--- config.mk ---
export PLATFORM = sky130hd
export DESIGN_NAME = transducer_array
export DESIGN_NICKNAME = d
export VERILOG_FILES = /design/src/common/drive_pkg.sv /design/src/normal_source/normal_source.sv /design/src/stm_source/stm_source.sv /design/src/verilog/drive_mux.sv /design/src/verilog/drive_distributor.sv /design/src/verilog/pwm_channel.sv /design/src/verilog/transducer_array.sv
export SDC_FILE = /design/constraint.sdc
export NUM_CORES = 2
export LEC_CHECK = 0
export BUFFER_PORTS_ARGS = -buffer_cell sky130_fd_sc_hd__buf_2
export CORE_AREA = 5 5 458 460
export CTS_BUF_LIST = sky130_fd_sc_hd__clkbuf_16
export DETAILED_ROUTE_END_ITERATION = 12
export DIE_AREA = 0 0 463 465
export PLACE_DENSITY = 0.62
export SYNTH_ARGS = -nofsm -noshare
export SYNTH_HDL_FRONTEND = slang
export SYNTH_HIERARCHICAL = 1
export SYNTH_SLANG_ARGS = --single-unit
--- constraint.sdc ---
create_clock -name CLK -period 5.2 [get_ports CLK]
set_input_delay 0.52 -clock CLK [delete_from_list [all_inputs] [get_ports CLK]]
set_output_delay 0.52 -clock CLK [all_outputs]
set_load 0.05 [all_outputs]
--- src/common/drive_pkg.sv ---
package drive_pkg;

  // ********************************************************************
  // drive quantities
  // ********************************************************************

  // duty of one transducer in PWM counts.
  typedef logic [7:0] intensity_t;

  // phase offset of one transducer in counts.
  typedef logic [7:0] phase_t;

  // position within the 256-cycle modulation period.
  typedef logic [7:0] sys_time_t;

  // index of a pattern in the STM sequence.
  typedef logic [15:0] stm_idx_t;

  typedef struct packed {
    intensity_t intensity;
    phase_t     phase;
  } drive_t;

  // one entry of a per-period burst, tagged with the pattern it came from.
  // the normal source always tags its beats with zero.
  typedef struct packed {
    logic     valid;
    drive_t   drive;
    stm_idx_t stm_idx;
  } drive_beat_t;

  // ********************************************************************
  // mode control
  // ********************************************************************

  typedef struct packed {
    logic     op_mode;
    logic     use_start_idx;
    logic     use_finish_idx;
    stm_idx_t start_idx;
    stm_idx_t finish_idx;
    stm_idx_t stm_cycle;
  } stm_ctrl_t;

  typedef enum logic [1:0] {
    NORMAL,
    WAIT_START_STM,
    STM,
    WAIT_FINISH_STM
  } mux_state_t;

endpackage

--- src/normal_source/normal_source.sv ---
`timescale 1ns/1ns

module normal_source import drive_pkg::*; #(
  parameter int NUM_TRANS = 8,
  localparam int ADDR_W = (NUM_TRANS > 1) ? $clog2(NUM_TRANS) : 1
) (
  input  logic              CLK,
  input  logic              arst_n,
  input  sys_time_t         sys_time,
  input  logic              wr_valid,
  output logic              wr_ready,
  input  logic [ADDR_W-1:0] wr_addr,
  input  drive_t            wr_drive,
  output drive_beat_t       beat
);

  drive_t drive_table [NUM_TRANS];

  logic   rd_en;
  logic   valid_q;
  drive_t drive_q;

  // the first NUM_TRANS cycles of every period belong to the burst readout.
  assign rd_en = (int'(sys_time) < NUM_TRANS);

  // the host may only write while the table is not being read.
  assign wr_ready = ~rd_en;

  // ********************************************************************
  // drive table
  // ********************************************************************

  // one drive entry per transducer, written by the host between bursts.
  always_ff @(posedge CLK or negedge arst_n) begin
    if (!arst_n) begin
      for (int i = 0; i < NUM_TRANS; i++) begin
        drive_table[i] <= '0;
      end
    end else if (wr_valid && wr_ready) begin
      drive_table[wr_addr] <= wr_drive;
    end
  end

  // ********************************************************************
  // burst readout
  // ********************************************************************

  always_ff @(posedge CLK or negedge arst_n) begin
    if (!arst_n) begin
      valid_q <= 1'b0;
    end else begin
      valid_q <= rd_en;
    end
  end

  // sys_time doubles as the transducer address during the readout window.
  always_ff @(posedge CLK) begin
    if (rd_en) begin
      drive_q <= drive_table[sys_time[ADDR_W-1:0]];
    end
  end

  assign beat = drive_beat_t'{valid: valid_q, drive: drive_q, stm_idx: '0};

endmodule

--- src/stm_source/stm_source.sv ---
`timescale 1ns/1ns

module stm_source import drive_pkg::*; #(
  parameter int NUM_TRANS = 8,
  parameter int NUM_PATTERNS = 16,
  localparam int ADDR_W = (NUM_TRANS > 1) ? $clog2(NUM_TRANS) : 1,
  localparam int PAT_W = (NUM_PATTERNS > 1) ? $clog2(NUM_PATTERNS) : 1
) (
  input  logic              CLK,
  input  logic              arst_n,
  input  sys_time_t         sys_time,
  input  stm_idx_t          stm_cycle,
  input  logic              wr_valid,
  output logic              wr_ready,
  input  logic [PAT_W-1:0]  wr_pattern,
  input  logic [ADDR_W-1:0] wr_addr,
  input  drive_t            wr_drive,
  output drive_beat_t       beat
);

  drive_t pattern_mem [NUM_PATTERNS][NUM_TRANS];

  stm_idx_t pattern_idx;
  logic     idx_wrap;
  logic     rd_en;
  logic     period_end;

  logic     valid_q;
  drive_t   drive_q;
  stm_idx_t idx_q;

  assign rd_en      = (int'(sys_time) < NUM_TRANS);
  assign wr_ready   = ~rd_en;
  assign period_end = (sys_time == '1);

  // a cycle of zero or one patterns keeps the index parked at zero.
  assign idx_wrap = ({1'b0, pattern_idx} + 17'd1) >= {1'b0, stm_cycle};

  // ********************************************************************
  // pattern index
  // ********************************************************************

  // the index moves on in the last cycle of the period, so the first burst
  // after reset reads pattern zero and each later burst reads the next one.
  always_ff @(posedge CLK or negedge arst_n) begin
    if (!arst_n) begin
      pattern_idx <= '0;
    end else if (period_end) begin
      if (idx_wrap) begin
        pattern_idx <= '0;
      end else begin
        pattern_idx <= pattern_idx + 16'd1;
      end
    end
  end

  // ********************************************************************
  // pattern memory
  // ********************************************************************

  always_ff @(posedge CLK) begin
    if (wr_valid && wr_ready) begin
      pattern_mem[wr_pattern][wr_addr] <= wr_drive;
    end
  end

  always_ff @(posedge CLK or negedge arst_n) begin
    if (!arst_n) begin
      valid_q <= 1'b0;
    end else begin
      valid_q <= rd_en;
    end
  end

  // patterns beyond the memory depth alias onto the low index bits.
  always_ff @(posedge CLK) begin
    if (rd_en) begin
      drive_q <= pattern_mem[pattern_idx[PAT_W-1:0]][sys_time[ADDR_W-1:0]];
      idx_q   <= pattern_idx;
    end
  end

  // every beat of a burst carries the same pattern index.
  assign beat = drive_beat_t'{valid: valid_q, drive: drive_q, stm_idx: idx_q};

endmodule

--- src/verilog/drive_mux.sv ---
`timescale 1ns/1ns

module drive_mux import drive_pkg::*; (
  input  logic        CLK,
  input  logic        arst_n,
  input  stm_ctrl_t   ctrl,
  input  drive_beat_t normal_beat,
  input  drive_beat_t stm_beat,
  output drive_beat_t beat
);

  mux_state_t state;
  logic       output_stm;
  logic       stm_at_start;
  logic       stm_at_finish;

  logic     normal_valid_q;
  drive_t   normal_drive_q;
  stm_idx_t normal_idx_q;
  logic     stm_valid_q;
  drive_t   stm_drive_q;
  stm_idx_t stm_idx_q;

  // the index match looks at the beat being registered, so the state flips
  // on the same edge that captures the first beat of the matching burst.
  assign stm_at_start  = stm_beat.valid && (stm_beat.stm_idx == ctrl.start_idx);
  assign stm_at_finish = stm_beat.valid && (stm_beat.stm_idx == ctrl.finish_idx);

  // ********************************************************************
  // stream registers
  // ********************************************************************

  always_ff @(posedge CLK or negedge arst_n) begin
    if (!arst_n) begin
      normal_valid_q <= 1'b0;
      stm_valid_q    <= 1'b0;
    end else begin
      normal_valid_q <= normal_beat.valid;
      stm_valid_q    <= stm_beat.valid;
    end
  end

  always_ff @(posedge CLK) begin
    normal_drive_q <= normal_beat.drive;
    normal_idx_q   <= normal_beat.stm_idx;
    stm_drive_q    <= stm_beat.drive;
    stm_idx_q      <= stm_beat.stm_idx;
  end

  // ********************************************************************
  // mode FSM
  // ********************************************************************

  always_ff @(posedge CLK or negedge arst_n) begin
    if (!arst_n) begin
      state <= NORMAL;
    end else begin
      case (state)
        NORMAL: begin
          if (ctrl.op_mode) begin
            state <= ctrl.use_start_idx ? WAIT_START_STM : STM;
          end
        end
        WAIT_START_STM: begin
          if (!ctrl.op_mode) begin
            state <= NORMAL;
          end else if (stm_at_start) begin
            state <= STM;
          end
        end
        STM: begin
          if (!ctrl.op_mode) begin
            state <= ctrl.use_finish_idx ? WAIT_FINISH_STM : NORMAL;
          end
        end
        WAIT_FINISH_STM: begin
          if (ctrl.op_mode) begin
            state <= STM;
          end else if (stm_at_finish) begin
            state <= NORMAL;
          end
        end
        default: begin
          state <= NORMAL;
        end
      endcase
    end
  end

  // while waiting to finish, the STM stream keeps playing.
  assign output_stm = (state == STM) || (state == WAIT_FINISH_STM);

  assign beat = output_stm ?
      drive_beat_t'{valid: stm_valid_q, drive: stm_drive_q, stm_idx: stm_idx_q} :
      drive_beat_t'{valid: normal_valid_q, drive: normal_drive_q, stm_idx: normal_idx_q};

endmodule

--- src/verilog/drive_distributor.sv ---
`timescale 1ns/1ns

module drive_distributor import drive_pkg::*; #(
  parameter int NUM_TRANS = 8,
  localparam int ADDR_W = (NUM_TRANS > 1) ? $clog2(NUM_TRANS) : 1
) (
  input  logic        CLK,
  input  logic        arst_n,
  input  drive_beat_t beat,
  output sys_time_t   sys_time,
  output drive_t      channel_drive [NUM_TRANS],
  output logic        load
);

  localparam logic [ADDR_W-1:0] LAST_CH = ADDR_W'(NUM_TRANS - 1);

  sys_time_t         time_q;
  logic [ADDR_W-1:0] beat_cnt;
  drive_t            drive_q [NUM_TRANS];

  // ********************************************************************
  // period counter
  // ********************************************************************

  // the counter runs freely and wraps at 256.
  always_ff @(posedge CLK or negedge arst_n) begin
    if (!arst_n) begin
      time_q <= '0;
    end else begin
      time_q <= time_q + 8'd1;
    end
  end

  assign sys_time = time_q;

  // the channels take the collected burst on the last cycle of the period.
  assign load = (time_q == '1);

  // ********************************************************************
  // burst collection
  // ********************************************************************

  // the burst reaches this block a couple of cycles into the period, so
  // clearing the count at time zero realigns it before any beat arrives.
  always_ff @(posedge CLK or negedge arst_n) begin
    if (!arst_n) begin
      beat_cnt <= '0;
    end else if (beat.valid) begin
      if (beat_cnt == LAST_CH) begin
        beat_cnt <= '0;
      end else begin
        beat_cnt <= beat_cnt + 1'b1;
      end
    end else if (time_q == '0) begin
      beat_cnt <= '0;
    end
  end

  always_ff @(posedge CLK) begin
    if (beat.valid) begin
      drive_q[beat_cnt] <= beat.drive;
    end
  end

  assign channel_drive = drive_q;

endmodule

--- src/verilog/pwm_channel.sv ---
`timescale 1ns/1ns

module pwm_channel import drive_pkg::*; (
  input  logic      CLK,
  input  logic      arst_n,
  input  sys_time_t sys_time,
  input  logic      load,
  input  drive_t    drive,
  output logic      pwm
);

  drive_t    active_q;
  sys_time_t shifted_time;

  // the pending drive is held by the distributor, the active one here.
  // a fresh value takes effect at the start of the next period.
  always_ff @(posedge CLK or negedge arst_n) begin
    if (!arst_n) begin
      active_q <= '0;
    end else if (load) begin
      active_q <= drive;
    end
  end

  // the phase shifts the pulse around the period, wrapping at 256.
  assign shifted_time = sys_time + active_q.phase;

  // zero intensity never fires, so the output is low out of reset.
  assign pwm = (shifted_time < active_q.intensity);

endmodule

--- src/verilog/transducer_array.sv ---
`timescale 1ns/1ns

module transducer_array import drive_pkg::*; #(
  parameter int NUM_TRANS = 8,
  parameter int NUM_PATTERNS = 16,
  localparam int ADDR_W = (NUM_TRANS > 1) ? $clog2(NUM_TRANS) : 1,
  localparam int PAT_W = (NUM_PATTERNS > 1) ? $clog2(NUM_PATTERNS) : 1
) (
  input  logic                 CLK,
  input  logic                 arst_n,
  input  stm_ctrl_t            ctrl,
  input  logic                 normal_wr_valid,
  output logic                 normal_wr_ready,
  input  logic [ADDR_W-1:0]    normal_wr_addr,
  input  drive_t               normal_wr_drive,
  input  logic                 stm_wr_valid,
  output logic                 stm_wr_ready,
  input  logic [PAT_W-1:0]     stm_wr_pattern,
  input  logic [ADDR_W-1:0]    stm_wr_addr,
  input  drive_t               stm_wr_drive,
  output sys_time_t            sys_time,
  output logic [NUM_TRANS-1:0] pwm
);

  drive_beat_t normal_beat;
  drive_beat_t stm_beat;
  drive_beat_t mux_beat;
  drive_t      channel_drive [NUM_TRANS];
  logic        load;

  // ********************************************************************
  // drive sources
  // ********************************************************************

  normal_source #(
    .NUM_TRANS (NUM_TRANS)
  ) normal_source_inst (
    .CLK      (CLK),
    .arst_n   (arst_n),
    .sys_time (sys_time),
    .wr_valid (normal_wr_valid),
    .wr_ready (normal_wr_ready),
    .wr_addr  (normal_wr_addr),
    .wr_drive (normal_wr_drive),
    .beat     (normal_beat)
  );

  stm_source #(
    .NUM_TRANS    (NUM_TRANS),
    .NUM_PATTERNS (NUM_PATTERNS)
  ) stm_source_inst (
    .CLK        (CLK),
    .arst_n     (arst_n),
    .sys_time   (sys_time),
    .stm_cycle  (ctrl.stm_cycle),
    .wr_valid   (stm_wr_valid),
    .wr_ready   (stm_wr_ready),
    .wr_pattern (stm_wr_pattern),
    .wr_addr    (stm_wr_addr),
    .wr_drive   (stm_wr_drive),
    .beat       (stm_beat)
  );

  // ********************************************************************
  // selection, distribution and PWM
  // ********************************************************************

  drive_mux drive_mux_inst (
    .CLK         (CLK),
    .arst_n      (arst_n),
    .ctrl        (ctrl),
    .normal_beat (normal_beat),
    .stm_beat    (stm_beat),
    .beat        (mux_beat)
  );

  drive_distributor #(
    .NUM_TRANS (NUM_TRANS)
  ) drive_distributor_inst (
    .CLK           (CLK),
    .arst_n        (arst_n),
    .beat          (mux_beat),
    .sys_time      (sys_time),
    .channel_drive (channel_drive),
    .load          (load)
  );

  for (genvar i = 0; i < NUM_TRANS; i++) begin : g_channel
    pwm_channel pwm_channel_inst (
      .CLK      (CLK),
      .arst_n   (arst_n),
      .sys_time (sys_time),
      .load     (load),
      .drive    (channel_drive[i]),
      .pwm      (pwm[i])
    );
  end

endmodule

==> out/metrics.cfg <==
[detailed_routing]
vias=51767
drc=0
viasPerCell=6.12
drtPass1Iterations=7
drt_iter0_markers=5752
drtAntennaViolNets=0
post_drt_wl_per_cell_um=30.7
routed_wirelength_um=260000

[worst_setup_path]
slowest_stage=dfrtp_1
start_kind=flip-flop
path_class=reg2out
cp_max_fo=16
critical_path_arrival_ns=4.40
reg2reg_setup_slack_ns=1.14
worst_ep_required_time_ns=4.68
worstPathCellList=ha_1 -> a21o_1 -> a221oi_2 -> a21oi_1 -> xnor2_1 -> ha_1 -> and3_1 -> a221oi_1 -> buf_2
path_buf_inv=1
r2r_start=drive_distributor_inst/sys_time[6]
r2r_end=stm_source_inst/pattern_mem[5][10]
max_stage_delay_ns=0.96
crit_family=compound AO/OA/AOI/OAI gates
reg2regPathDepth=6
path_common_cell=ha_1
critPathCaptureType=primary output

[synth]
synthesis.area_um2=101000
syn_area_per_cell_um2=19.8
synthCells=5093
yosys_warnings=6
syn_nets=5331

[placement]
gp_congestion=0.839
port_buffers=114
dp_slack_ns=1.15
post_dp_cell_area_um2=106000
place_inst=7942
dp_hpwl_um=159000

[timing]
min_period_ns=4.92
period_share_pct=94.6
skew_ns=0.0430
holdWs_ns=0.0711
tightest_slew_ns=1.10
setup_viol=0
final_max_slew_viol_count=0
max_freq_mhz=203
final.setup.tns_ns=0
hold_viol=0
rsz0062_at_grt=no
slew_headroom_pct=26.3
setup_ws_ns=0.281

[grt]
grt_max_degree=148
antenna_found_initial=15
grt_pass1_wl_um=374000
grt_usage_pct=24.0
grt_pass1_vias=51670
grt_overflow=0

[pwr]
ir_drop_uv=324
power_leakage_nw=39.5
combPwrFrac_pct=3.0
intPower_mw=34.0
p_sw_mw=8.66
p_per_area_nw_per_um2=371
power_mw=42.7
power_frac_seq_pct=53.2
power.share.clock_pct=43.8
power.share.switching_pct=20.3

[finish]
area_delta_synth_final_pct=13.7
multi_input_area_um2=24800
final_net_count=5781
fin_area_um2=115000
final_cell_mix=edfxtp_1, mux4_2, clkbuf_16
final_common_cell=edfxtp_1
fin_util_pct=55.9
nFillCells=15586
drive_gt1_share_pct=28.2
finalNonFillerCells=8452
seqCellArea_um2=74700

[floorplan]
die_area_um2=215000
die_y_um=465
core_region_area_um2=206000
row_count=167
start_util_pct=49.1
io-pin-count=115
dieWidth_um=463

[worst_hold_path]
hp-class=in2reg
worstHoldEndpoint=drive_mux_inst/state[0]
hp-start=ctrl[48]
hold_depth=4

[clock_network]
cts-hold-fix-buffers=21
cts.sinks=2545
cts_tree=done
cts.repair.resized=0
clock_path_buffers=4
htreeDepth=5
clock_latency_ns=0.89
cts-root-buf=clkbuf_16
cts_buffers=282
postCtsSetupRepairBufs=0
path_clk_slew_ns=0.06

[run_status]
outcome=finished clean

[job]
cap_violations=0

-- sequential cells by signal, indices dropped and copies added (netlist names), 8 cells and up --
signal                                cells
drive_distributor_inst/channel_drive    128
drive_distributor_inst/sys_time           8
drive_mux_inst/normal_drive_q            16
drive_mux_inst/stm_drive_q               16
g_channel.pwm_channel_inst/active_q     128
normal_source_inst/beat                  16
normal_source_inst/drive_table          128
stm_source_inst/beat                     16
stm_source_inst/idx_q                    16
stm_source_inst/pattern_idx              16
stm_source_inst/pattern_mem            2048
-- final cells by class --
type	instances	share of cell area, %
Multi-Input combinational cell	2203	21.6
Timing Repair Buffer	404	2.67
Tap cell	2704	2.94
Sequential cell	2545	65.0
Antenna cell	9	0.0196
Clock inverter	190	1.15
Inverter	107	0.352
Clock buffer	290	6.32
-- worst max-delay path by stage --
stage	start	end	slack, ns	cells past startpoint
finish	drive_distributor_inst/sys_time[3]	pwm[1]	0.28	9
CTS	drive_distributor_inst/sys_time[3]	pwm[1]	0.17	9
detailed placement	drive_distributor_inst/sys_time[3]	pwm[1]	1.15	9
global placement	drive_distributor_inst/sys_time[3]	pwm[1]	1.11	9
floorplan	drive_distributor_inst/sys_time[1]	pwm[0]	0.51	8
global route	drive_distributor_inst/sys_time[3]	pwm[1]	0.04	9
-- metal layers --
metal	part of all wire (%)	GRT usage, %	up-vias
met1	41	34.1	27521
li1	-	-	21623
met3	7.6	4.06	438
met4	3.1	7.09	4
met2	48	38.6	2181
met5	0.0096	0	-
-- worst min-delay path, cell delays in order --
cell and delay, ns:
buf_2 0.09, mux2i_1 0.06, nor2_1 0.09, mux2_4 0.14
-- power by group through the flow --
stage | clock, mW | sequential (mW) | combinational [mW]
after floorplan | 0 | 23.1 | 0.569
final | 18.7 | 22.7 | 1.29
after CTS | 19.1 | 22.7 | 1.32
after global routing | 19.9 | 22.7 | 1.38
after detailed placement | 0 | 23.1 | 1.29
after global placement | 0 | 23.1 | 1.25
Note: power is estimated with default switching activity, not from simulation.
